[src/sbuf_pkg.sv]
/*
 shared buffer package
 bank geometry, word types and the client request structs
*/
`default_nettype none

package sbuf_pkg;

  // ports per client, same count for write and read
  localparam int SBUF_NUM_PORTS  = 2;
  // 256 entries in total
  localparam int SBUF_ADDR_W     = 8;
  localparam int SBUF_NUM_BANKS  = 16;
  localparam int SBUF_BANK_SEL_W = $clog2(SBUF_NUM_BANKS);
  // low address bits index inside a bank
  localparam int SBUF_ENTRY_W    = SBUF_ADDR_W - SBUF_BANK_SEL_W;
  // one memory atomic, 8 elements of 8 bits
  localparam int SBUF_DATA_W     = 64;

  typedef logic [SBUF_ADDR_W-1:0]     sbuf_addr_t;
  typedef logic [SBUF_BANK_SEL_W-1:0] sbuf_bank_sel_t;
  typedef logic [SBUF_ENTRY_W-1:0]    sbuf_entry_t;
  typedef logic [SBUF_DATA_W-1:0]     sbuf_data_t;

  // one write port of one client
  typedef struct packed {
    logic       en;
    sbuf_addr_t addr;
    sbuf_data_t data;
  } sbuf_wr_req_t;

  // one read port of one client
  typedef struct packed {
    logic       en;
    sbuf_addr_t addr;
  } sbuf_rd_req_t;

  // upper bits name the bank
  function automatic sbuf_bank_sel_t sbuf_bank_of(sbuf_addr_t addr);
    return addr[SBUF_ADDR_W-1 -: SBUF_BANK_SEL_W];
  endfunction

  // lower bits name the entry inside the bank
  function automatic sbuf_entry_t sbuf_entry_of(sbuf_addr_t addr);
    return addr[SBUF_ENTRY_W-1:0];
  endfunction

  // one-hot bank hit, zero when the port is idle
  function automatic logic [SBUF_NUM_BANKS-1:0] sbuf_bank_dec(logic en, sbuf_addr_t addr);
    return en ? (SBUF_NUM_BANKS'(1) << sbuf_bank_of(addr)) : '0;
  endfunction

endpackage

`default_nettype wire

[src/sbuf_write_route.sv]
/*
 shared buffer write routing
 steers every client write port onto the bank its address selects
*/
`default_nettype none

module sbuf_write_route import sbuf_pkg::*; #(
  parameter int num_clients = 2
) (
  input  sbuf_wr_req_t [num_clients-1:0][SBUF_NUM_PORTS-1:0] wr_req,
  output logic         [SBUF_NUM_BANKS-1:0]                  bank_we,
  output sbuf_entry_t  [SBUF_NUM_BANKS-1:0]                  bank_wa,
  output sbuf_data_t   [SBUF_NUM_BANKS-1:0]                  bank_wd
);

  //////////////////////////////
  // bank decode
  //////////////////////////////

  // one-hot bank hit per client and port
  logic [SBUF_NUM_BANKS-1:0] wr_sel [num_clients][SBUF_NUM_PORTS];

  for (genvar c = 0; c < num_clients; c++) begin : g_client
    for (genvar p = 0; p < SBUF_NUM_PORTS; p++) begin : g_port
      assign wr_sel[c][p] = sbuf_bank_dec(wr_req[c][p].en, wr_req[c][p].addr);
    end
  end

  //////////////////////////////
  // and-or merge per bank
  //////////////////////////////

  // only one client writes per cycle and its two ports never share a bank
  // so at most one term per bank is live, no priority needed
  always_comb begin
    bank_we = '0;
    bank_wa = '0;
    bank_wd = '0;
    for (int b = 0; b < SBUF_NUM_BANKS; b++) begin
      for (int c = 0; c < num_clients; c++) begin
        for (int p = 0; p < SBUF_NUM_PORTS; p++) begin
          // strobe
          bank_we[b] |= wr_sel[c][p][b];
          // entry inside the bank
          bank_wa[b] |= {SBUF_ENTRY_W{wr_sel[c][p][b]}} &
                        sbuf_entry_of(wr_req[c][p].addr);
          // payload
          bank_wd[b] |= {SBUF_DATA_W{wr_sel[c][p][b]}} & wr_req[c][p].data;
        end
      end
    end
  end

endmodule

`default_nettype wire

[config.mk]
export PLATFORM = sky130hd
export DESIGN_NAME = sbuf_write_route
export DESIGN_NICKNAME = d
export VERILOG_FILES = /design/src/sbuf_pkg.sv /design/src/sbuf_write_route.sv
export SDC_FILE = /design/constraint.sdc
export NUM_CORES = 2
export LEC_CHECK = 0
export BUFFER_PORTS_ARGS = -buffer_cell sky130_fd_sc_hd__buf_2
export CAP_MARGIN = 20
export CORE_AREA = 5 5 540 542
export DETAILED_ROUTE_END_ITERATION = 12
export DIE_AREA = 0 0 545 547
export GPL_TIMING_DRIVEN = 0
export PLACE_DENSITY = 0.3
export SLEW_MARGIN = 5
export SYNTH_ARGS = -nofsm -noshare
export SYNTH_HDL_FRONTEND = slang
export SYNTH_SLANG_ARGS = --single-unit
[constraint.sdc]
create_clock -name vclk -period 2.7
set_input_delay 0.27 -clock vclk [all_inputs]
set_output_delay 0.27 -clock vclk [all_outputs]
set_load 0.1 [all_outputs]
==> impl_metrics.ini <==
[outcome]
status = complete, but fails checks
violations = setup timing

[final_layout]
fill_cells = 32800
seq_cells = 0
synthToLayoutAreaGrowth_pct = 88.1
layout-drive-gt1-share_pct = 50.6
nets = 5615
fin_util_pct = 17.5
clockBufferCount = 0
register_area_sq_um = 0

[sta]
setup-violations-final = 101
setup_ws_ns = -0.115
min_period_ns = 2.81
hold_viol = 0
timing.final.crit_share_pct = 104
fmax_mhz = 355
rsz0062_at_grt = true
slew_violations = 0
max-slew-margin-rel_pct = 24.7
tightest_slew_ns = 1.13

[synth]
synth_compound_gate_area_share_pct = 69.9
ys_warn_count = 0
synthTopCellsByCount = 549 x o221ai_1, 481 x a221o_1, 481 x o22ai_1
seq_area_frac_synth_pct = 0
syn_nets = 4131
synth_area_leader_cell = a221o_1
synth_mux_area_share_pct = 0
netlist_instances = 3839
synth_adder_area_share_pct = 0
synth_area_per_cell_sq_um = 6.94
synth_top_family_by_area = compound AO/OA/AOI/OAI gates
syn_area_sq_mm = 0.0266
synth_top_area_share_pct = 18.1
yosys.area_share.simple_pct = 19.3
synth.area.top_cells = a221o_1 18%, o221ai_1 18%, a22oi_1 12%, o22ai_1 11%, nor2b_1 6.4%
yosysMostFrequentCell = o221ai_1
synth-xor-area-share_pct = 0
yosysUniqueCellTypes = 37

[clocking]
cts_hold_buf = 0

[critical_path]
critPathLaunchType = primary input
path_class = primary input to output port
cp-end-kind = output port
cp.required_ns = 2.43
worstPathMaxFanout = 10
critPathArrivalTime_ns = 2.54

[grt]
grt_max_degree = 13
grt_pass1_wl_microns = 595000
antenna_found_initial = 174
grt_overflow = 0
grt_pass1_vias = 49700
grt_use_total_pct = 30.1

[floorplanning]
initial_core_util_pct = 9.30
die_x_microns = 545
io_pins = 1396
dieArea_sq_mm = 0.298
die_h_microns = 547
std_cell_rows = 197
core-area_sq_mm = 0.286

[routing]
dr.pass1.iters = 6
wl_microns = 481000
avgRoutedWirePerCell_microns = 52.2
antenna_left = 0
viasPerCell = 5.77
drc_errors = 0
drtIter0Drc = 8618
routed-via-count = 53100

[placed_design]
dp_hpwl_microns = 412000
pre_cts_ws_ns = -2.34
place.gp.congestion = 0.956
port_buffers = 1393

[pwr]
power.density_mw_per_mm2 = 249
peakVddDrop_mv = 0.129
leakage_nw = 17.7

[run]
cap_violations = 0

[worst_hold_path]
min_path_type = primary input to output port
## placed cells by master (no fill, tap or decap), drive strengths merged, types with 4 or more instances in the layout
cell / n
nand2b: 70
diode: 109
and2: 136
nand4bb: 6
buf: 1656
nand2: 413
a22oi: 428
nand4: 4
and4bb: 4
o221ai: 617
nor4bb: 7
o22a: 66
o22ai: 481
nor4b: 4
nor2b: 273
clkbuf: 494
a221o: 481
nand4b: 9
a32oi: 132
clkdlybuf4s15: 5
and4b: 9
## final timing paths
check / slack, ns / start / cells after the start / to
setup / recovery: -0.11 / wr_req[291] / 9 / bank_wd[266]
hold / removal: 1.18 / wr_req[261] / 4 / bank_wd[42]
## layout make-up
| class | count | area, sq um | area share, % |
|---|---|---|---|
| Multi-Input combinational cell | 3160 | 28100 | 56.0 |
| Timing Repair Buffer | 1498 | 12700 | 25.3 |
| Buffer | 660 | 4350 | 8.68 |
| Tap cell | 3781 | 4730 | 9.44 |
| Antenna cell | 109 | 273 | 0.544 |
| Inverter | 3 | 23.8 | 0.0474 |
## routing by layer
layer	up-vias	part of all wire, %	GRT usage [%]
met3	928	11	9.82
met1	27400	39	37.0
met5	-	0.11	0
met2	4750	43	46.8
li1	20000	-	-
met4	76	6.4	15.7
## report_power, final
| part | leakage (nW) | switching (mW) | internal [mW] |
|---|---|---|---|
| Combinational | 17.7 | 10.0 | 2.47 |
| Sequential | 0 | 0 | 0 |
| Clock | 0.000677 | 0 | 0.00000299 |
## cells by family (layout without fill, tap and decap cells)
kind of cell	Yosys count	in the layout
other	0	109
AOI/OAI and AO/OA	2208	2208
buffers and inverters	679	2161
and+or+nand+nor	952	952
## critical path, cell delays in order
cell and delay [ns]:
buf_2 0.10, buf_2 0.22, nor2b_4 0.24, nand3b_1 0.15
clkbuf_4 0.28, buf_12 0.21, clkbuf_4 0.31, o221ai_2 0.40
buf_6 0.29
## per-stage QoR
step | hold slack, ns | instance area, sq um | total power, mW | std cells | TNS [ns]
global placement | 1.22 | 40600 | 11.2 | 9013 | -2381.92
global route | 1.18 | 50000 | 12.6 | 9165 | -1.96
detailed placement | 1.24 | 42000 | 11.3 | 9080 | -1571.50
finish | 1.18 | 50100 | 12.5 | 9211 | -2.22
CTS | 1.18 | 48700 | 12.2 | 9105 | -0.0988
floorplan | 1.02 | 28900 | 7.32 | 3839 | -57.22
## repair_timing
action | in CTS | in global routing
setup buffers | 37 | 0
cloned | 1 | 0
endpoints found under the setup margin | 1104 | 506
pin swaps | 29 | 9
gates resized for setup | 2116 | 347
Power figures use the tool's default switching activity.
