==> src/sbuf_pkg.sv <==
/*
 shared buffer package
 bank geometry, word types and the client request structs
*/
`default_nettype none

package sbuf_pkg;

  // ports per client, same count for write and read
  localparam int SBUF_NUM_PORTS  = 2;
  // 256 entries in total
  localparam int SBUF_ADDR_W     = 8;
  localparam int SBUF_NUM_BANKS  = 16;
  localparam int SBUF_BANK_SEL_W = $clog2(SBUF_NUM_BANKS);
  // low address bits index inside a bank
  localparam int SBUF_ENTRY_W    = SBUF_ADDR_W - SBUF_BANK_SEL_W;
  // one memory atomic, 8 elements of 8 bits
  localparam int SBUF_DATA_W     = 64;

  typedef logic [SBUF_ADDR_W-1:0]     sbuf_addr_t;
  typedef logic [SBUF_BANK_SEL_W-1:0] sbuf_bank_sel_t;
  typedef logic [SBUF_ENTRY_W-1:0]    sbuf_entry_t;
  typedef logic [SBUF_DATA_W-1:0]     sbuf_data_t;

  // one write port of one client
  typedef struct packed {
    logic       en;
    sbuf_addr_t addr;
    sbuf_data_t data;
  } sbuf_wr_req_t;

  // one read port of one client
  typedef struct packed {
    logic       en;
    sbuf_addr_t addr;
  } sbuf_rd_req_t;

  // upper bits name the bank
  function automatic sbuf_bank_sel_t sbuf_bank_of(sbuf_addr_t addr);
    return addr[SBUF_ADDR_W-1 -: SBUF_BANK_SEL_W];
  endfunction

  // lower bits name the entry inside the bank
  function automatic sbuf_entry_t sbuf_entry_of(sbuf_addr_t addr);
    return addr[SBUF_ENTRY_W-1:0];
  endfunction

  // one-hot bank hit, zero when the port is idle
  function automatic logic [SBUF_NUM_BANKS-1:0] sbuf_bank_dec(logic en, sbuf_addr_t addr);
    return en ? (SBUF_NUM_BANKS'(1) << sbuf_bank_of(addr)) : '0;
  endfunction

endpackage

`default_nettype wire

==> src/sbuf_read_collect.sv <==
/*
 shared buffer read collect, stage 2
 picks each port's bank word and loads the port output register
*/
`default_nettype none

module sbuf_read_collect import sbuf_pkg::*; (
  input  logic                                          nvdla_core_clk,
  input  sbuf_data_t [SBUF_NUM_BANKS-1:0]               bank_rd,
  input  logic [SBUF_NUM_PORTS-1:0][SBUF_NUM_BANKS-1:0] port_bank_hit_d1,
  input  logic       [SBUF_NUM_PORTS-1:0]               port_rd_en_d1,
  output sbuf_data_t [SBUF_NUM_PORTS-1:0]               rd_data
);

  // selected word per port, before the output register
  sbuf_data_t [SBUF_NUM_PORTS-1:0] port_rdat;

  // and-or select
  // flags are one-hot or zero so no mux priority
  always_comb begin
    port_rdat = '0;
    for (int p = 0; p < SBUF_NUM_PORTS; p++) begin
      for (int b = 0; b < SBUF_NUM_BANKS; b++) begin
        port_rdat[p] |= {SBUF_DATA_W{port_bank_hit_d1[p][b]}} & bank_rd[b];
      end
    end
  end

  // output register
  // loads only when a read reaches this stage, holds otherwise
  always_ff @(posedge nvdla_core_clk) begin
    for (int p = 0; p < SBUF_NUM_PORTS; p++) begin
      if (port_rd_en_d1[p]) begin
        rd_data[p] <= port_rdat[p];
      end
    end
  end

endmodule

`default_nettype wire

==> config.mk <==
export PLATFORM = sky130hd
export DESIGN_NAME = sbuf_read_collect
export DESIGN_NICKNAME = d
export VERILOG_FILES = /design/src/sbuf_pkg.sv /design/src/sbuf_read_collect.sv
export SDC_FILE = /design/constraint.sdc
export NUM_CORES = 1
export LEC_CHECK = 0
export ABC_AREA = 1
export BUFFER_PORTS_ARGS = -buffer_cell sky130_fd_sc_hd__buf_2
export CORE_AREA = 2 2 466 468
export DETAILED_ROUTE_END_ITERATION = 10
export DIE_AREA = 0 0 468 470
export PLACE_DENSITY = 0.3
export REMOVE_ABC_BUFFERS = 1
export SYNTH_ARGS = -nofsm -noshare
export SYNTH_HDL_FRONTEND = slang
export SYNTH_SLANG_ARGS = --single-unit
==> constraint.sdc <==
create_clock -name nvdla_core_clk -period 1.5 [get_ports nvdla_core_clk]
set_input_delay 0.3 -clock nvdla_core_clk [delete_from_list [all_inputs] [get_ports nvdla_core_clk]]
set_output_delay 0.3 -clock nvdla_core_clk [all_outputs]
set_load 0.02 [all_outputs]
==> impl_metrics.py <==
metrics = {
    "status": {
        "status": "finished with violations",
        "violations": "negative setup slack",
    },
    "setup_path": {
        "crit_chain": "buf_6",
        "cp_num_buf_inv": 1,
        "cp_top_family": "flip-flops",
        "crit_fanout": 1,
        "slowest_stage": "edfxtp_1",
        "critPathRequiredTime_ns": 1.20,
        "cp-end-kind": "output pin",
        "worst-setup-path-type": "flop to output pin",
        "startpoint_type": "flop",
        "crit_path_max_incr_delay_ns": 0.57,
        "crit_arrival_ns": 1.36,
    },
    "final_layout": {
        "largestRegisters": "rd_data (128)",
        "nNetsFinal": 7235,
        "largest_reg_flops": 128,
        "fillers": 25700,
        "regMostFlops": "rd_data",
        "drive_gt1_frac": 0.273,
        "fin_area_um2": 36200,
        "final_cells": 9109,
        "area_growth_syn_to_layout_pct": 55.5,
        "final_core_util": 0.168,
    },
    "floorplan": {
        "core.rowCount": 171,
        "start_util": 0.108,
        "die_area_um2": 220000,
        "die_w_um": 468,
        "die_y_um": 470,
        "io-pin-count": 1187,
        "coreArea_um2": 216000,
    },
    "pwr": {
        "p_leak_nw": 21.9,
        "pwr-share-clk": 0.269,
        "ir_worst_vdd_mv": 0.879,
        "p_sw_mw": 9.13,
        "p_sw_frac": 0.465,
        "intPower_mw": 10.5,
        "power_density_nw_per_um2": 543,
        "combPwrFrac": 0.511,
        "seqPwrFrac": 0.220,
    },
    "place": {
        "pre_cts_slack_ns": -0.465,
        "dp_cells": 9010,
        "hpwl_mm": 203,
        "port_buffers": 1186,
        "gp_congestion": 0.924,
        "post_dp_cell_area_um2": 34800,
    },
    "clock_network": {
        "path_clk_slew_ns": 0.10,
        "cts_tree": "yes",
        "cts_setup_buffers": 0,
        "cts-root-buf": "clkbuf_16",
        "cts_buffer_depth": 2,
        "cts_buffers": 17,
        "cts_htree_levels": 4,
        "clock-sinks": 128,
    },
    "yosys": {
        "yosysUniqueCellTypes": 12,
        "synth-seq-cells": 128,
        "synth_area_leaders": "nand2_1 (52%), edfxtp_1 (17%), inv_1 (12%)",
        "ys.warnings.count": 0,
        "yosysTopAreaCell": "nand2_1",
        "synth_area_per_cell_um2": 4.82,
        "yosysSeqAreaShare": 0.165,
        "synth_area_um2": 23300,
        "synth_top_area_frac": 0.519,
        "synthCells": 4832,
    },
    "routing": {
        "antenna_left": 0,
        "totalWireLength_mm": 241,
        "vias_per_cell": 3.82,
        "wl_per_cell_um": 26.4,
        "drcViolationCount": 0,
        "via_count": 34800,
        "drtPass1Iterations": 6,
        "drt_iter0_markers": 2534,
    },
    "timing": {
        "report.final.slew_viol_count": 0,
        "worstMarginPinSlew_ns": 0.743,
        "relSlewSlack": 0.505,
        "hold_viol_final": 0,
        "timing.hold.ws_ns": 0.111,
        "fmax_ghz": 0.603,
        "fin_ws_ns": -0.157,
        "finalSetupViolCount": 24,
        "finalCritPeriodShare": 1.10,
        "rsz0062_at_grt": "true",
        "period_needed_ns": 1.66,
    },
    "global_route": {
        "grt_pass1_wl_mm": 310,
        "first_global_vias": 33700,
        "grt-busiest-layer": "met2",
        "use_met2": 0.364,
        "antenna_found_initial": 202,
        "grt_max_degree": 30,
        "grt_util_met1": 0.258,
        "grt_use_met3": 0.0576,
        "grt_use_total": 0.212,
        "grt_overflow": 0,
    },
    "hold_path": {
        "whs_path_depth": 5,
        "hp-start": "bank_rd[126]",
        "hold_end": "rd_data[126]",
        "hold_class": "primary input to flop",
    },
    "run": {
        "drv_cap": 0,
    },
}
cell type report:
type,count,area (um2),share of cell area
well taps,2854,3570,0.0986
flip-flops and latches,128,3840,0.106
repair buffers,1549,10600,0.293
clock inverters,13,161,0.00446
multi-input cells,3712,14500,0.401
clock buffers,19,433,0.0120
diodes,66,165,0.00456
inverters,768,2880,0.0796
per-stage QoR:
| stage | power (mW) | TNS (ns) |
|---|---|---|
| floorplan | 7.55 | 0 |
| global placement | 14.4 | -19.44 |
| detailed placement | 14.3 | -19.22 |
| CTS | 20.2 | -7.08 |
| global route | 21.0 | -4.32 |
| finish | 19.7 | -1.01 |
logic make-up after synthesis:
kind of cell / count (synthesis) / share of synthesized area
simple gates: 3712 / 0.624
flops: 128 / 0.165
buf+inv: 992 / 0.211
power groups by stage:
stage	Clock (mW)	Combinational, mW	Sequential (mW)
final	5.29	10.1	4.32
after global routing	5.66	11.0	4.34
after CTS	5.69	10.2	4.34
after detailed placement	0	9.97	4.37
after global placement	0	10.0	4.38
after floorplan	0	3.01	4.54
metal layers:
metal / vias up / share of wire
met4: 114 / 0.029
met1: 15900 / 0.42
met3: 402 / 0.076
li1: 16700 / -
met5: - / 0.0029
met2: 1611 / 0.47
timing repair:
item,CTS,global route
setup endpoints to repair,110,76
resized for setup,216,0
hold endpoints to repair,3,0
hold buffers,1,0
Yosys cell counts:
master    number
inv_1        768
nand2_1     3218
clkbuf_8       8
buf_2         85
buf_12         3
edfxtp_1     128
buf_8          8
nor2_1       256
buf_4         11
buf_6        109
nand2_2      110
nand4_1      128
cells in the final DEF (no fill, tap or decap), drive strengths merged:
master,n
clkinv,5
buf,1548
inv,770
bufinv,3
edfxtp,128
clkinvlp,3
nand2,3328
clkbuf,19
diode,66
nor2,256
nand4,128
dlygate4sd3,1
how the worst max path moves through the flow:
stage / startpoint / to / cells past startpoint
floorplan: port_bank_hit_d1[6] / rd_data[0] / 6
global placement: port_bank_hit_d1[9] / rd_data[11] / 6
detailed placement: port_bank_hit_d1[9] / rd_data[11] / 6
CTS: rd_data[118] / rd_data[118] / 1
global route: rd_data[118] / rd_data[118] / 1
finish: rd_data[118] / rd_data[118] / 1
No activity file was read; power rests on OpenSTA's default activity.
