### src/sbuf_pkg.sv
/*
 shared buffer package
 bank geometry, word types and the client request structs
*/
`default_nettype none

package sbuf_pkg;

  // ports per client, same count for write and read
  localparam int SBUF_NUM_PORTS  = 2;
  // 256 entries in total
  localparam int SBUF_ADDR_W     = 8;
  localparam int SBUF_NUM_BANKS  = 16;
  localparam int SBUF_BANK_SEL_W = $clog2(SBUF_NUM_BANKS);
  // low address bits index inside a bank
  localparam int SBUF_ENTRY_W    = SBUF_ADDR_W - SBUF_BANK_SEL_W;
  // one memory atomic, 8 elements of 8 bits
  localparam int SBUF_DATA_W     = 64;

  typedef logic [SBUF_ADDR_W-1:0]     sbuf_addr_t;
  typedef logic [SBUF_BANK_SEL_W-1:0] sbuf_bank_sel_t;
  typedef logic [SBUF_ENTRY_W-1:0]    sbuf_entry_t;
  typedef logic [SBUF_DATA_W-1:0]     sbuf_data_t;

  // one write port of one client
  typedef struct packed {
    logic       en;
    sbuf_addr_t addr;
    sbuf_data_t data;
  } sbuf_wr_req_t;

  // one read port of one client
  typedef struct packed {
    logic       en;
    sbuf_addr_t addr;
  } sbuf_rd_req_t;

  // upper bits name the bank
  function automatic sbuf_bank_sel_t sbuf_bank_of(sbuf_addr_t addr);
    return addr[SBUF_ADDR_W-1 -: SBUF_BANK_SEL_W];
  endfunction

  // lower bits name the entry inside the bank
  function automatic sbuf_entry_t sbuf_entry_of(sbuf_addr_t addr);
    return addr[SBUF_ENTRY_W-1:0];
  endfunction

  // one-hot bank hit, zero when the port is idle
  function automatic logic [SBUF_NUM_BANKS-1:0] sbuf_bank_dec(logic en, sbuf_addr_t addr);
    return en ? (SBUF_NUM_BANKS'(1) << sbuf_bank_of(addr)) : '0;
  endfunction

endpackage

`default_nettype wire

### src/sbuf_bank.sv
/*
 shared buffer bank
 16 words, one write port and one registered read port
*/
`default_nettype none

module sbuf_bank import sbuf_pkg::*; (
  input  logic        nvdla_core_clk,
  input  logic        we,
  input  sbuf_entry_t wa,
  input  sbuf_data_t  wd,
  input  logic        re,
  input  sbuf_entry_t ra,
  output sbuf_data_t  rd
);

  localparam int DEPTH = 1 << SBUF_ENTRY_W;

  // word storage
  sbuf_data_t mem [0:DEPTH-1];

  // write lands at the edge ending the request cycle
  always_ff @(posedge nvdla_core_clk) begin
    if (we) begin
      mem[wa] <= wd;
    end
  end

  // registered read
  // same-edge write is not visible yet, so the old word comes out
  // rd holds while re is low
  always_ff @(posedge nvdla_core_clk) begin
    if (re) begin
      rd <= mem[ra];
    end
  end

endmodule

`default_nettype wire

### config.mk
export PLATFORM = sky130hd
export DESIGN_NAME = sbuf_bank
export DESIGN_NICKNAME = d
export VERILOG_FILES = /design/src/sbuf_pkg.sv /design/src/sbuf_bank.sv
export SDC_FILE = /design/constraint.sdc
export NUM_CORES = 1
export LEC_CHECK = 0
export BUFFER_PORTS_ARGS = -buffer_cell sky130_fd_sc_hd__buf_2
export CAP_MARGIN = 20
export CORE_ASPECT_RATIO = 1.75
export CORE_MARGIN = 2
export CORE_UTILIZATION = 40
export DETAILED_ROUTE_END_ITERATION = 16
export GPL_TIMING_DRIVEN = 0
export PLACE_DENSITY = 0.57
export SETUP_SLACK_MARGIN = 0.05
export SLEW_MARGIN = 20
export SYNTH_ARGS = -nofsm -noshare
export SYNTH_HDL_FRONTEND = slang
export SYNTH_SLANG_ARGS = --single-unit
export TNS_END_PERCENT = 50
### constraint.sdc
create_clock -name nvdla_core_clk -period 7.9 [get_ports nvdla_core_clk]
set_input_delay 0.79 -clock nvdla_core_clk [delete_from_list [all_inputs] [get_ports nvdla_core_clk]]
set_output_delay 0.79 -clock nvdla_core_clk [all_outputs]
set_load 0.1 [all_outputs]
==> out/metrics.cfg, run 1 <==
[run_status]
status=complete, no violations

[placed_design]
postPlaceCellArea_um2=44200
gp_congestion=0.693
io_buffers=136
dp.cells=3191
place.detailed.hpwl_um=63000

[power]
switching_share=0.223
p_seq_frac=0.543
leakage_nw=15.0
switchingPower_mw=2.68
power_density_nw_per_um2=254
p_int_mw=9.34
vdd_ir_drop_max_mv=0.146
power_frac_clock=0.390
power_frac_comb=0.067

[synth]
synth_edf_count=1088
synth_cells=1647
seq_area_frac_synth=0.812
syn_area_um2=40200
syn_area_per_cell_um2=24.4
muxShareOfSynthArea=0.143
synth_seq_cells=1088
netlist_top_cells_count=edfxtp_1, mux4_2, a22oi_1, nand2_1, clkbuf_1
yosysMostFrequentCell=edfxtp_1
synth_compound_area_frac=0.0239
synth_fa_ha_area_frac=0
synthXorXnorAreaFrac=0
synth_top_area_cell=edfxtp_1
ys_top_cells_by_area=edfxtp_1, mux4_2, a22oi_1, nand2_1, buf_6
synthFlopType=edfxtp_1
synthArstFlopShare=0
synthSimpleGateAreaFrac=0.00927
syn_nets=1722
yosysTopAreaCellShare=0.812
ys_warn_count=0
synth_cell_type_count=17
synth_top_family_by_area=multiplexers

[clocking]
htreeDepth=3
cts_tree=built
cts_hold_buf=0
clock_latency_ns=0.69
clkTransAtPathRegs_ns=0.07
clock_tree.root_cell=clkbuf_16
clock-sinks=1088
cts_setup_buffers=0
cts_resized=0
ctsLongestPathBuffers=3
cts_buffers=93

[die]
dieArea_um2=103000
start_util=0.404
core-area_um2=99500
fp.dieW_um=244
die_y_um=423
pin_count=139
rows=153

[setup_path]
crit_path_max_incr_delay_ns=0.60
r2r_slack_ns=6.32
worst_ep_required_time_ns=8.29
critPathBufInv=5
critPathKind=in2reg
cp.arrival_ns=2.84
path_max_fanout=7
slowest_stage=or3b_2
cp-end-kind=register
rr_endpoint=rd[3]
cp-start-kind=input port
reg2reg_from=mem[3][3]
worstRegToRegCells=3
crit_chain=buf_2, or3b_2, nor3_2, buf_6, buf_4, buf_4, buf_6
critical_path.top_delay_family=simple AND/OR/NAND/NOR gates

[sta]
skew_ns=0.0243
setup_viol=0
hold_viol=0
setup_tns_ns=0
period_share=0.310
slew_headroom=0.346
tightest_slew_ns=0.981
hold_slack_ns=0.479
slew_violations=0
clock.fmax_ghz=0.408
rsz0062_at_grt=no
fin_crit_ns=2.45

[finish]
stdcell_count=3372
fin_area_um2=47300
post_route_cells_drive_above_1_share=0.331
fillers=8109
area_growth_pct=17.5
nNetsFinal=2044

[routing]
viasPerCell=5.53
via_count=18600
drt_pass1_iterations=5
avgRoutedWirePerCell_um=28.6
drcViolationCount=0
drt_iter0_drc=1773
ant_nets=0
wl_um=96500

[run]
maxCapViolations=0

[hold_path]
hold_depth=1
hold_path_class=in2reg
hp-start=wd[30]
hold_path_end=mem[9][30]

[grt]
grt_pass1_wl_um=140000
antenna_found_initial=19
grt-ovfl-total=0
grt_max_degree=39
first_global_vias=20100
gr-usage-all-layers=0.189

## final cells by class
class,count,area [um2],area share
antenna,7,17.5,0.000371
timing repair buffer,227,2180,0.0461
buffer,84,452,0.00955
clock buffer,112,2460,0.0521
tap,1317,1650,0.0349
sequential,1088,32700,0.691
multi-input combinational,475,7210,0.153
clock inverter,62,632,0.0134
## kinds of logic (layout without fill, tap and decap cells)
| kind of cell | after synthesis | count (layout) |
|---|---|---|
| other | 0 | 7 |
| multiplexers | 256 | 256 |
| AND/OR/NAND/NOR | 91 | 91 |
| buffers and inverters | 84 | 485 |
| AO/OA/AOI/OAI | 128 | 128 |
| flip-flops | 1088 | 1088 |
## worst register-to-register path, stage by stage, from the launching register on
cell      delay, ns
edfxtp_1       0.38
mux4_2         0.48
a22oi_1        0.35
nand2_1        0.11
## state kept, by name (all words and copies together) (netlist names)
name / flops
rd: 64
mem: 1024
## power by group through the flow
stage          registers, mW  logic (mW)  clock network (mW)
2_1_floorplan           6.86       0.308                   0
3_3_place_gp            6.67       0.770                   0
3_5_place_dp            6.66       0.820                   0
4_1_cts                 6.53       0.823                4.79
5_1_grt                 6.54       0.852                4.98
6_report                6.53       0.807                4.69
## layer usage
layer,global-route usage,routed length [um],up-vias
met5,0,103,-
met4,0.0513,1790,18
met3,0.0360,5770,147
met2,0.332,50900,565
met1,0.241,37900,10100
li1,-,-,7782
## placed cells by master (no fill, tap or decap), drive strengths merged
cell type and instances:
edfxtp 1088, buf 275, mux4 256, clkbuf 148
a22oi 128, nand2 65, clkinv 36, nor2 13
clkinvlp 12, bufinv 11, diode 7, nor3 4
inv 3, nor2b 2, nand3b 2, nand2b 2
and2 1, nand3 1, or3b 1
## worst max path at each step
stage,start,endpoint,cells past startpoint
6_report,wa[2],mem[0][52],7
4_1_cts,rd[15],rd[15],1
3_5_place_dp,wa[2],mem[0][52],7
3_3_place_gp,wa[2],mem[0][54],3
5_1_grt,wa[2],mem[0][54],7
2_1_floorplan,wa[2],mem[0][0],2
## stage by stage
stage / utilization / worst slack (ns) / total power [mW]
after floorplan: - / 1.68 / 7.17
after global placement: 0.427 / -4.72 / 7.44
after detailed placement: 0.444 / 4.75 / 7.48
after CTS: 0.475 / 5.45 / 12.1
after global routing: 0.475 / 5.39 / 12.4
final: 0.475 / 5.45 / 12.0
(Power assumes the default switching activity.)
==> run 2, diff against run 1 <==
PLACE_DENSITY = 0.6   (was 0.57)
clock period = 2 ns   (was 7.9 ns; I/O delays follow)
==> out/metrics.cfg, run 2 (synthesis gave the netlist of run 1 again) <==
[die]
pin_count=139  ; unchanged
dieArea_um2=103000  ; unchanged
die_y_um=423  ; unchanged
core-area_um2=99500  ; unchanged
start_util=0.404  ; unchanged
fp.dieW_um=244  ; unchanged
rows=153  ; unchanged

[power]
switching_share=0.225  ; +0.00217
switchingPower_mw=10.5  ; +290%
power_frac_clock=0.374  ; -0.016
leakage_nw=15.2  ; +1.3%
finalPower_mw=46.5  ; +290%
power_density_nw_per_um2=972  ; +280%
vdd_ir_drop_max_mv=0.614  ; +320%
power_frac_comb=0.071  ; +0.004
p_seq_frac=0.554  ; +0.011
p_int_mw=36.1  ; +290%

[finish]
area_growth_pct=19.1
layout_commonest_cell=edfxtp_1
post_route_cells_drive_above_1_share=0.307  ; -0.0238
layout_common_cells=edfxtp_1, mux4_2, buf_2
nNetsFinal=2096  ; +2.5%
top_register=mem
top_regs=mem (1024), rd (64)
fillers=8088  ; -0.26%
utilization=0.481  ; +0.00612
largest_reg_flops=1024  ; unchanged

[sta]
skew_ns=0.0241  ; -0.000198 ns
slew_violations=0  ; unchanged
period_share=0.911
hold_viol=0  ; unchanged
slew_headroom=0.351  ; +0.00489
rsz0062_at_grt=no
setup_viol=0  ; unchanged
fin_crit_ns=1.82
clock.fmax_ghz=0.549
fin_ws_ns=0.178  ; -5.27 ns
tightest_slew_ns=0.974  ; -0.00734 ns
setup_tns_ns=0  ; unchanged

[setup_path]
worstRegToRegCells=3  ; unchanged
critPathKind=in2reg
reg2reg_from=mem[0][33]
path_max_fanout=10  ; +3
r2r_slack_ns=0.37  ; -5.95 ns
rr_endpoint=rd[33]
cp-start-kind=input port
worst_ep_required_time_ns=2.49  ; -5.80 ns
cp.arrival_ns=2.32  ; -0.52 ns
cp-end-kind=register

[grt]
antenna_found_initial=13  ; -6
grt_pass1_wl_um=139000  ; -0.75%
first_global_vias=20400  ; +1.4%
gr-usage-all-layers=0.187  ; -0.00200
grt_max_degree=49  ; +26%
grt-ovfl-total=0  ; unchanged

[routing]
wl_met1_um=35700  ; -5.7%
drcViolationCount=0  ; unchanged
highest_layer=met5
wl_um=95300  ; -1.2%
ant_nets=0  ; unchanged
via_count=18800  ; +0.68%
viasPerCell=5.48  ; -0.76%
drt_pass1_iterations=5  ; unchanged
drt_iter0_drc=1885  ; +6.3%
wl_met2_um=52000  ; +2.0%
wl_met3_um=5280  ; -8.5%
avgRoutedWirePerCell_um=27.9  ; -2.6%

[clocking]
clock-sinks=1088  ; unchanged
cts_tree=built
clkTransAtPathRegs_ns=0.07  ; about the same
cts_hold_buf=68  ; +68
clock_tree.root_cell=clkbuf_16
ctsLongestPathBuffers=3  ; unchanged
cts_buffers=93  ; unchanged
cts_setup_buffers=0  ; unchanged
clock_latency_ns=0.69  ; about the same
cts_resized=0  ; unchanged
htreeDepth=3  ; unchanged

[placed_design]
place.detailed.hpwl_um=62800  ; -0.39%
gp_congestion=0.708  ; +2.1%
io_buffers=136  ; unchanged
dp_slack_ns=-0.548  ; -5.30 ns

[hold_path]
hold_path_class=in2reg
hold_path_end=mem[0][21]
hold_depth=2  ; +1
hp-start=wa[0]

[run]
maxCapViolations=0  ; unchanged

[run_status]
status=complete, no violations

-- run 2: worst max-delay path, stage by stage --
cell and delay [ns]:
buf_2 0.12, nor2b_1 0.13, clkbuf_1 0.73, clkbuf_1 0.72, a22oi_1 0.20, nand2_1 0.22
-- run 2: worst max path at each step --
stage	startpoint	endpoint	slack (ns)	cells after the start
finish	ra[3]	rd[12]	0.18	6
global route	ra[3]	rd[12]	0.07	6
CTS	rd[63]	rd[63]	0.15	1
detailed placement	ra[3]	rd[12]	-0.55	6
global placement	wa[0]	mem[14][54]	-3.04	3
floorplan	wa[2]	mem[0][0]	-0.67	2
-- run 2: power by group through the flow --
stage / sequential, mW / combinational (mW) / clock, mW
floorplan: 27.1 / 1.23 / 0
global placement: 26.3 / 3.07 / 0
detailed placement: 26.3 / 3.26 / 0
CTS: 25.8 / 3.39 / 17.8
global route: 25.8 / 3.52 / 18.5
finish: 25.8 / 3.32 / 17.4
-- run 2: metal layers --
layer | up-vias | GRT usage
li1 | 7873 | -
met1 | 10100 | 0.226
met5 | - | 0
met3 | 158 | 0.0319
met2 | 641 | 0.342
met4 | 8 | 0.0563
-- run 2: per-stage QoR --
step	instance area, um2	hold slack [ns]	instances
finish	47900	0.0648	3421
global route	47900	0.0661	3420
CTS	47900	0.0192	3416
detailed placement	44300	0.587	3175
global placement	42700	0.552	3100
floorplan	40300	0.299	1647
-- run 2: final cells by class --
type | instances | area (um2) | share of cell area
antenna | 5 | 12.5 | 0.000261
tap | 1317 | 1650 | 0.0344
sequential | 1088 | 32700 | 0.682
buffer | 84 | 452 | 0.00943
clock buffer | 114 | 2470 | 0.0516
clock inverter | 59 | 403 | 0.00841
timing repair buffer | 279 | 2980 | 0.0622
multi-input combinational | 475 | 7250 | 0.151
