==> src/sbuf_pkg.sv <==
/*
 shared buffer package
 bank geometry, word types and the client request structs
*/
`default_nettype none

package sbuf_pkg;

  // ports per client, same count for write and read
  localparam int SBUF_NUM_PORTS  = 2;
  // 256 entries in total
  localparam int SBUF_ADDR_W     = 8;
  localparam int SBUF_NUM_BANKS  = 16;
  localparam int SBUF_BANK_SEL_W = $clog2(SBUF_NUM_BANKS);
  // low address bits index inside a bank
  localparam int SBUF_ENTRY_W    = SBUF_ADDR_W - SBUF_BANK_SEL_W;
  // one memory atomic, 8 elements of 8 bits
  localparam int SBUF_DATA_W     = 64;

  typedef logic [SBUF_ADDR_W-1:0]     sbuf_addr_t;
  typedef logic [SBUF_BANK_SEL_W-1:0] sbuf_bank_sel_t;
  typedef logic [SBUF_ENTRY_W-1:0]    sbuf_entry_t;
  typedef logic [SBUF_DATA_W-1:0]     sbuf_data_t;

  // one write port of one client
  typedef struct packed {
    logic       en;
    sbuf_addr_t addr;
    sbuf_data_t data;
  } sbuf_wr_req_t;

  // one read port of one client
  typedef struct packed {
    logic       en;
    sbuf_addr_t addr;
  } sbuf_rd_req_t;

  // upper bits name the bank
  function automatic sbuf_bank_sel_t sbuf_bank_of(sbuf_addr_t addr);
    return addr[SBUF_ADDR_W-1 -: SBUF_BANK_SEL_W];
  endfunction

  // lower bits name the entry inside the bank
  function automatic sbuf_entry_t sbuf_entry_of(sbuf_addr_t addr);
    return addr[SBUF_ENTRY_W-1:0];
  endfunction

  // one-hot bank hit, zero when the port is idle
  function automatic logic [SBUF_NUM_BANKS-1:0] sbuf_bank_dec(logic en, sbuf_addr_t addr);
    return en ? (SBUF_NUM_BANKS'(1) << sbuf_bank_of(addr)) : '0;
  endfunction

endpackage

`default_nettype wire

==> src/sbuf_read_route.sv <==
/*
 shared buffer read routing, stage 1
 merges read ports into per-bank enables and entries, and registers
 which bank each port index read for the collect stage
*/
`default_nettype none

module sbuf_read_route import sbuf_pkg::*; #(
  parameter int num_clients = 2
) (
  input  logic                                                nvdla_core_clk,
  input  logic                                                rst,
  input  sbuf_rd_req_t [num_clients-1:0][SBUF_NUM_PORTS-1:0] rd_req,
  output logic         [SBUF_NUM_BANKS-1:0]                   bank_re,
  output sbuf_entry_t  [SBUF_NUM_BANKS-1:0]                   bank_ra,
  output logic [SBUF_NUM_PORTS-1:0][SBUF_NUM_BANKS-1:0]       port_bank_hit_d1,
  output logic         [SBUF_NUM_PORTS-1:0]                   port_rd_en_d1
);

  // one-hot bank hit per client and port
  logic [SBUF_NUM_BANKS-1:0] rd_sel [num_clients][SBUF_NUM_PORTS];

  // same hits folded over clients, per port index
  logic [SBUF_NUM_PORTS-1:0][SBUF_NUM_BANKS-1:0] port_bank_hit;
  logic [SBUF_NUM_PORTS-1:0]                     port_rd_en;

  for (genvar c = 0; c < num_clients; c++) begin : g_client
    for (genvar p = 0; p < SBUF_NUM_PORTS; p++) begin : g_port
      assign rd_sel[c][p] = sbuf_bank_dec(rd_req[c][p].en, rd_req[c][p].addr);
    end
  end

  //////////////////////////////
  // per port fold over clients
  //////////////////////////////

  // a single reader per cycle keeps each port vector one-hot or zero
  always_comb begin
    port_bank_hit = '0;
    port_rd_en    = '0;
    for (int p = 0; p < SBUF_NUM_PORTS; p++) begin
      for (int c = 0; c < num_clients; c++) begin
        port_bank_hit[p] |= rd_sel[c][p];
        port_rd_en[p]    |= rd_req[c][p].en;
      end
    end
  end

  //////////////////////////////
  // per bank enable and entry
  //////////////////////////////

  always_comb begin
    bank_re = '0;
    bank_ra = '0;
    for (int b = 0; b < SBUF_NUM_BANKS; b++) begin
      for (int p = 0; p < SBUF_NUM_PORTS; p++) begin
        bank_re[b] |= port_bank_hit[p][b];
        for (int c = 0; c < num_clients; c++) begin
          bank_ra[b] |= {SBUF_ENTRY_W{rd_sel[c][p][b]}} &
                        sbuf_entry_of(rd_req[c][p].addr);
        end
      end
    end
  end

  // stage 1 flags, line up with the bank read data one edge later
  always_ff @(posedge nvdla_core_clk) begin
    if (rst) begin
      port_bank_hit_d1 <= '0;
      port_rd_en_d1    <= '0;
    end else begin
      port_bank_hit_d1 <= port_bank_hit;
      port_rd_en_d1    <= port_rd_en;
    end
  end

endmodule

`default_nettype wire

==> config.mk <==
export PLATFORM = sky130hd
export DESIGN_NAME = sbuf_read_route
export DESIGN_NICKNAME = d
export VERILOG_FILES = /design/src/sbuf_pkg.sv /design/src/sbuf_read_route.sv
export SDC_FILE = /design/constraint.sdc
export NUM_CORES = 1
export LEC_CHECK = 0
export BUFFER_PORTS_ARGS = -buffer_cell sky130_fd_sc_hd__buf_2
export CORE_MARGIN = 1
export CORE_UTILIZATION = 30
export CTS_CLUSTER_DIAMETER = 30
export DETAILED_ROUTE_END_ITERATION = 7
export GPL_TIMING_DRIVEN = 0
export MAX_ROUTING_LAYER = met4
export PLACE_DENSITY = 0.53
export SKIP_CTS_REPAIR_TIMING = 1
export SLEW_MARGIN = 20
export SYNTH_ARGS = -nofsm -noshare
export SYNTH_HDL_FRONTEND = slang
export SYNTH_SLANG_ARGS = --single-unit
==> constraint.sdc <==
create_clock -name nvdla_core_clk -period 3 [get_ports nvdla_core_clk]
set_clock_uncertainty 0.1 [all_clocks]
set_input_delay 0.3 -clock nvdla_core_clk [delete_from_list [all_inputs] [get_ports nvdla_core_clk]]
set_output_delay 0.3 -clock nvdla_core_clk [all_outputs]
set_load 0.01 [all_outputs]
==> reports/qor.txt, run 1 <==
pre-CTS WS: 0.687 ns
layout cells sized above 1: 0.338
post-synth top area share: 0.212
final worst setup slack: 0.566 ns
Pwr Density: 304 nW/um^2
Synth warnings: 0
vias in the first global route: 3885
fin cells: 683
initial antenna violation count: 0
Synth Area per Inst: 8.16 um^2
core area: 10400 um^2
maximum buffer depth of the clock tree: 2
port bufs: 146
largest net degree at the start of global routing: 11
CTS Buf Count: 5
Slew Limit Fails: 0
critical path capture point type: output port
slowest stage cell, crit path: nand4b_1
TritonCTS clock tree: done
Least-Margin Pin Slew: 0.776 ns
Initial Util: 0.310
First-pass DRT Iterations: 5
gr ovfl total: 0
Hold Slack: 0.184 ns
P_leak: 1.88 nW
CP top delay family: compound AO/OA/AOI/OAI gates
fin area: 4230 um^2
Synth area leaders: dfxtp_1 (21%), o221ai_1 (17%), a22oi_1 (10%)
area leader, netlist: dfxtp_1
startpoint types: primary input
Worst Setup SP: rd_req[14]
Placer Congestion: 0.918
Commonest cells post-synth: o221ai_1 (63), a22oi_1 (43), dfxtp_1 (34), clkbuf_1 (33), nand2_1 (30)
CP max FO: 10
worst stage delay on the critical path: 0.65 ns
RSZ-0062 raised after global routing: no
WL final: 15.1 mm
critical path class: primary input to output port
status: completed
synthesized cell area: 3210 um^2
Cell Chain, Critical Path: clkbuf_1 -> nand4b_1 -> o2bb2ai_1 -> a221o_1 -> buf_2
initial DRC count: 445
flops & latches, synth: 34
Rows: 37
end of the worst hold path: port_bank_hit_d1[17]$_SDFF_PP0_
ANT nets after route: 0
WP data arrival: 2.03 ns
die area: 11100 um^2
Die W: 105 um
most frequent cell after synthesis: o221ai_1
Post-synth ARST share: 0
dpl hpwl: 11.7 mm
clock sinks: 34
final setup fails: 0
critical path required time: 2.60 ns
via/cell ratio: 6.31
Worst VDD drop: 0.256 mV
htree depth: 2
Gate Count Post-Synth: 394
Total GRT Usage: 0.269
Rel. slew slack: 0.481
fin crit share: 0.811
diode count: 0
Netlist cell types: 37
Hold Crit Depth: 2
CTS root buf: clkbuf_8
I/O pins: 152
placed inst area: 4110 um^2
critical hold path startpoint: rst
Worst Path Buf+Inv: 2
ys flop type: dfxtp_1
final hold vios: 0
Nets: 585
Cell Count Post-Placement: 676
Synth-to-Final Area Change: 31.5%
DRC: 0
Worst Hold Class: primary input to register
Max Cap Viol: 0
Die Y: 105 um
Vias: 4310
Final min period: 2.43 ns
post-synthesis sequential area ratio: 0.212
Synthesized Nets: 432
fmax: 411 MHz
Post-Route Setup TNS: 0 ns
first-pass GRT wire length: 22.6 mm
drt wl/cell: 22.2 um
Clock Pin Slew Worst Setup and Hold Paths: 0.07 ns
Post-synth EDFFs: 0
-- cells in the final DEF (no fill, tap or decap), types with 4 or more instances in the layout --
cell type / n
dfxtp_1: 34
nand4bb_1: 10
nor2_1: 23
buf_2: 165
clkbuf_8: 6
and4b_1: 8
and2_1: 4
nor4bb_1: 6
nor2b_1: 21
a32oi_1: 12
o22a_1: 8
a2bb2oi_1: 16
clkbuf_1: 33
o221ai_1: 63
inv_1: 4
nand4_1: 4
buf_1: 4
nand4b_1: 8
nand2_1: 30
a22oi_1: 43
o22ai_1: 10
-- stage by stage --
stage               power (mW)   util
finish                    1.28  0.408
global route              1.34  0.408
CTS                       1.28  0.408
detailed placement       0.871  0.397
global placement         0.868  0.397
floorplan                0.710      -
-- layout make-up --
type                       count  area, um^2
timing repair buffer         146         731
buffer                        59         264
multi-input combinational    297        2250
fill                        1115        6140
clock inverter                 1        30.0
inverter                       4        15.0
clock buffer                   6        82.6
sequential                    34         681
tap                          136         170
-- state kept, by name, indices dropped and copies added (netlist names) --
| name | flops |
|---|---|
| port_bank_hit_d1 | 32 |
| port_rd_en_d1 | 2 |
-- report_power, final --
part / total [mW] / internal (mW) / switching [mW] / leakage, nW
clock: 0.413 / 0.265 / 0.147 / 0.0573
combinational: 0.408 / 0.143 / 0.265 / 1.54
sequential: 0.464 / 0.461 / 0.00237 / 0.276
-- how the worst max path moves through the flow --
stage | end | slack [ns] | cells past startpoint
3_5_place_dp | bank_re[9] | 0.69 | 5
2_1_floorplan | bank_re[4] | 1.22 | 5
3_3_place_gp | bank_re[10] | 0.69 | 5
6_report | bank_re[10] | 0.57 | 5
4_1_cts | bank_re[9] | 0.69 | 5
5_1_grt | bank_re[9] | 0.55 | 5
-- metal layers --
layer / vias up / GRT usage / routed length, um
li1: 1940 / - / -
met1: 2023 / 0.361 / 6580
met2: 311 / 0.417 / 6860
met3: 36 / 0.0408 / 1290
met4: 0 / 0.0833 / 423
met5: - / - / 0
-- logic make-up after synthesis --
logic type,Yosys count,synth area share
buffers and inverters,63,0.0868
AOI/OAI and AO/OA,163,0.423
DFF,34,0.212
and+or+nand+nor,134,0.278
(Power assumes the default switching activity.)
==> run 2: changes to the inputs <==
--- a/config.mk
+++ b/config.mk
@@ -5,6 +5,7 @@
 export SDC_FILE = /design/constraint.sdc
 export NUM_CORES = 1
 export LEC_CHECK = 0
+export ABC_AREA = 1
 export BUFFER_PORTS_ARGS = -buffer_cell sky130_fd_sc_hd__buf_2
 export CORE_MARGIN = 1
 export CORE_UTILIZATION = 30
@@ -12,7 +13,7 @@
 export DETAILED_ROUTE_END_ITERATION = 7
 export GPL_TIMING_DRIVEN = 0
 export MAX_ROUTING_LAYER = met4
-export PLACE_DENSITY = 0.53
+export PLACE_DENSITY = 0.52
 export SKIP_CTS_REPAIR_TIMING = 1
 export SLEW_MARGIN = 20
 export SYNTH_ARGS = -nofsm -noshare
==> constraint.sdc (replaced) <==
create_clock -name nvdla_core_clk -period 2 [get_ports nvdla_core_clk]
set_clock_uncertainty 0.1 [all_clocks]
set_input_delay 0.2 -clock nvdla_core_clk [delete_from_list [all_inputs] [get_ports nvdla_core_clk]]
set_output_delay 0.2 -clock nvdla_core_clk [all_outputs]
set_load 0.01 [all_outputs]
==> run 2 against run 1 <==
Count of clock-buffer cells in the layout stayed put. Sequential cell count is the same. Die area up 34%. Utilization shrank 2.1 points. Combinational power rose by 78%. Largest cell class unchanged. Highest routed layer unchanged.
==> reports/qor.txt, run 2 <==
Cell Count Post-Placement: 1155 (was 676)
Placer Congestion: 0.944 (was 0.918)
clock power share: 0.348 (was 0.322)
status: completed (unchanged)
slowest stage cell, crit path: o21ai_0 (was nand4b_1)
Critical Path Most Common Cell: nand2_1
worst stage delay on the critical path: 0.42 ns (was 0.65 ns)
final setup fails: 0 (unchanged)
Crit path depth: 7 (was 5)
Nets: 1020 (was 585)
Netlist cell types: 22 (was 37)
Clock Pin Slew Worst Setup and Hold Paths: 0.05 ns (was 0.07 ns)
ys flop type: dfxtp_1 (unchanged)
Gate power share: 0.333 (was 0.317)
post-synth top area share: 0.216 (was 0.212)
fin crit share: 0.891
Total GRT Usage: 0.263 (was 0.269)
Gate Count Post-Synth: 837 (was 394)
startpoint types: primary input (unchanged)
I/O pins: 152 (unchanged)
Initial Util: 0.310 (about the same)
port bufs: 138 (was 146)
ANT nets after route: 0 (unchanged)
dpl hpwl: 15.1 mm (was 11.7 mm)
RSZ-0062 raised after global routing: no (unchanged)
WP data arrival: 1.48 ns (was 2.03 ns)
drt wl/cell: 16.3 um (was 22.2 um)
Slew Limit Fails: 0 (unchanged)
final worst setup slack: 0.218 ns (was 0.566 ns)
Worst VDD drop: 0.251 mV (was 0.256 mV)
DRC: 0 (unchanged)
Commonest cells post-synth: nand2_1 (248), nor2_1 (124), inv_1 (111), nand3_1 (82), nor3_1 (66) (was o221ai_1 (63), a22oi_1 (43), dfxtp_1 (34), clkbuf_1 (33), nand2_1 (30))
most frequent cells in the layout: nand2_1 (248), buf_2 (149), nor2_1 (124) (was buf_2 (165), o221ai_1 (63), a22oi_1 (43))
Pwr Total: 2.18 mW (was 1.28 mW)
fillcell total: 1609 (was 1115)
largest net degree at the start of global routing: 12 (was 11)
CTS root buf: clkbuf_16 (was clkbuf_8)
CP top delay family: simple AND/OR/NAND/NOR gates (was compound AO/OA/AOI/OAI gates)
Die W: 122 um (was 105 um)
commonest non-fill, non-tap cell in the layout: nand2_1 (was buf_2)
fin cells: 1163 (was 683)
fmax: 561 MHz
pre-CTS WS: 0.279 ns (was 0.687 ns)
Hold Slack: 0.103 ns (was 0.184 ns)
initial antenna violation count: 0 (unchanged)
area leader, netlist: nand2_1 (was dfxtp_1)
fin area: 5390 um^2 (was 4230 um^2)
Reg with most FFs: port_bank_hit_d1 (unchanged)
switching power: 795 uW (was 415 uW)
final core occ: 0.386 (was 0.408)
placed inst area: 5230 um^2 (was 4110 um^2)
Switching Fraction: 0.364 (was 0.323)
via/cell ratio: 4.96 (was 6.31)
Rel. slew slack: 0.550 (was 0.481)
most frequent cell after synthesis: nand2_1 (was o221ai_1)
CP max FO: 9 (was 10)
Hold Crit Depth: 3 (was 2)
critical path class: primary input to output port (unchanged)
P_int: 1.39 mW (was 870 uW)
final hold vios: 0 (unchanged)
critical path required time: 1.70 ns (was 2.60 ns)
maximum buffer depth of the clock tree: 2 (unchanged)
htree depth: 2 (unchanged)
vias in the first global route: 5084 (was 3885)
Regs by FF count: port_bank_hit_d1 x32, port_rd_en_d1 x2 (unchanged)
Synthesized Nets: 875 (was 432)
Die Y: 122 um (was 105 um)
synthesized cell area: 4320 um^2 (was 3210 um^2)
Pwr Density: 405 nW/um^2 (was 304 nW/um^2)
diode count: 0 (unchanged)
Cell Chain, Critical Path: clkbuf_2 -> nor2_4 -> nand2_1 -> o21ai_0 -> inv_1 -> nand2_1 -> buf_2 (was clkbuf_1 -> nand4b_1 -> o2bb2ai_1 -> a221o_1 -> buf_2)
CTS Buf Count: 5 (unchanged)
initial DRC count: 421 (was 445)
Worst Path Buf+Inv: 3 (was 2)
layout cells sized above 1: 0.230 (was 0.338)
Post-synth ARST share: 0 (unchanged)
post-synthesis sequential area ratio: 0.158 (was 0.212)
max reg flops: 32 (unchanged)
Synth area leaders: nand2_1 (22%), dfxtp_1 (16%), nor2_1 (11%) (was dfxtp_1 (21%), o221ai_1 (17%), a22oi_1 (10%))
Vias: 5770 (was 4310)
flops & latches, synth: 34 (unchanged)
Worst Hold Class: primary input to register (unchanged)
Rows: 43 (was 37)
die area: 14900 um^2 (was 11100 um^2)
Final min period: 1.78 ns
Synth warnings: 0 (unchanged)
TritonCTS clock tree: done (unchanged)
core area: 13900 um^2 (was 10400 um^2)
Synth Area per Inst: 5.16 um^2 (was 8.16 um^2)
clock sinks: 34 (unchanged)
Least-Margin Pin Slew: 0.675 ns (was 0.776 ns)
critical path capture point type: output port (unchanged)
Synth-to-Final Area Change: 24.7% (was 31.5%)
Max Cap Viol: 0 (unchanged)
WL final: 19.0 mm (was 15.1 mm)
Post-Route Setup TNS: 0 ns (unchanged)
Post-synth EDFFs: 0 (unchanged)
sequential share of power: 0.319 (was 0.361)
first-pass GRT wire length: 28.8 mm (was 22.6 mm)
P_leak: 3.05 nW (was 1.88 nW)
First-pass DRT Iterations: 5 (unchanged)
gr ovfl total: 0 (unchanged)
## run 2: kinds of logic (layout without fill, tap and decap cells)
family / Yosys count / in the layout / share of synthesized area
flip-flops: 34 / 34 / 0.158
AO/OA/AOI/OAI: 15 / 15 / 0.0174
AND/OR/NAND/NOR: 611 / 611 / 0.645
buffers and inverters: 177 / 323 / 0.180
## run 2: power groups by stage
| stage | registers (mW) | clock network (mW) | logic, mW |
|---|---|---|---|
| after floorplan | 0.719 | 0 | 0.428 |
| after global placement | 0.711 | 0 | 0.717 |
| after detailed placement | 0.711 | 0 | 0.716 |
| after CTS | 0.696 | 0.776 | 0.717 |
| after global routing | 0.697 | 0.801 | 0.793 |
| final | 0.696 | 0.759 | 0.726 |
## run 2: area by class of cell
cell class	instances	area, um^2	share of cell area
clock inverter	2	12.5	0.00232
inverter	124	467	0.0867
clock buffer	6	139	0.0258
tap	180	225	0.0418
sequential	34	681	0.126
multi-input combinational	626	2860	0.531
timing repair buffer	138	691	0.128
buffer	53	312	0.0579
## run 2: per-layer routing
| layer | vias up | global-route usage | share of wire |
|---|---|---|---|
| met5 | - | - | 0 |
| met1 | 2554 | 0.370 | 0.45 |
| met4 | 0 | 0.0841 | 0.021 |
| li1 | 2927 | - | - |
| met3 | 22 | 0.0225 | 0.074 |
| met2 | 267 | 0.392 | 0.45 |
## run 2: worst paths after layout
kind / slack (ns) / to / from
setup / recovery: 0.22 / bank_re[12] / rd_req[13]
hold / removal: 0.10 / port_rd_en_d1[0]$_SDFF_PP0_ / rd_req[26]
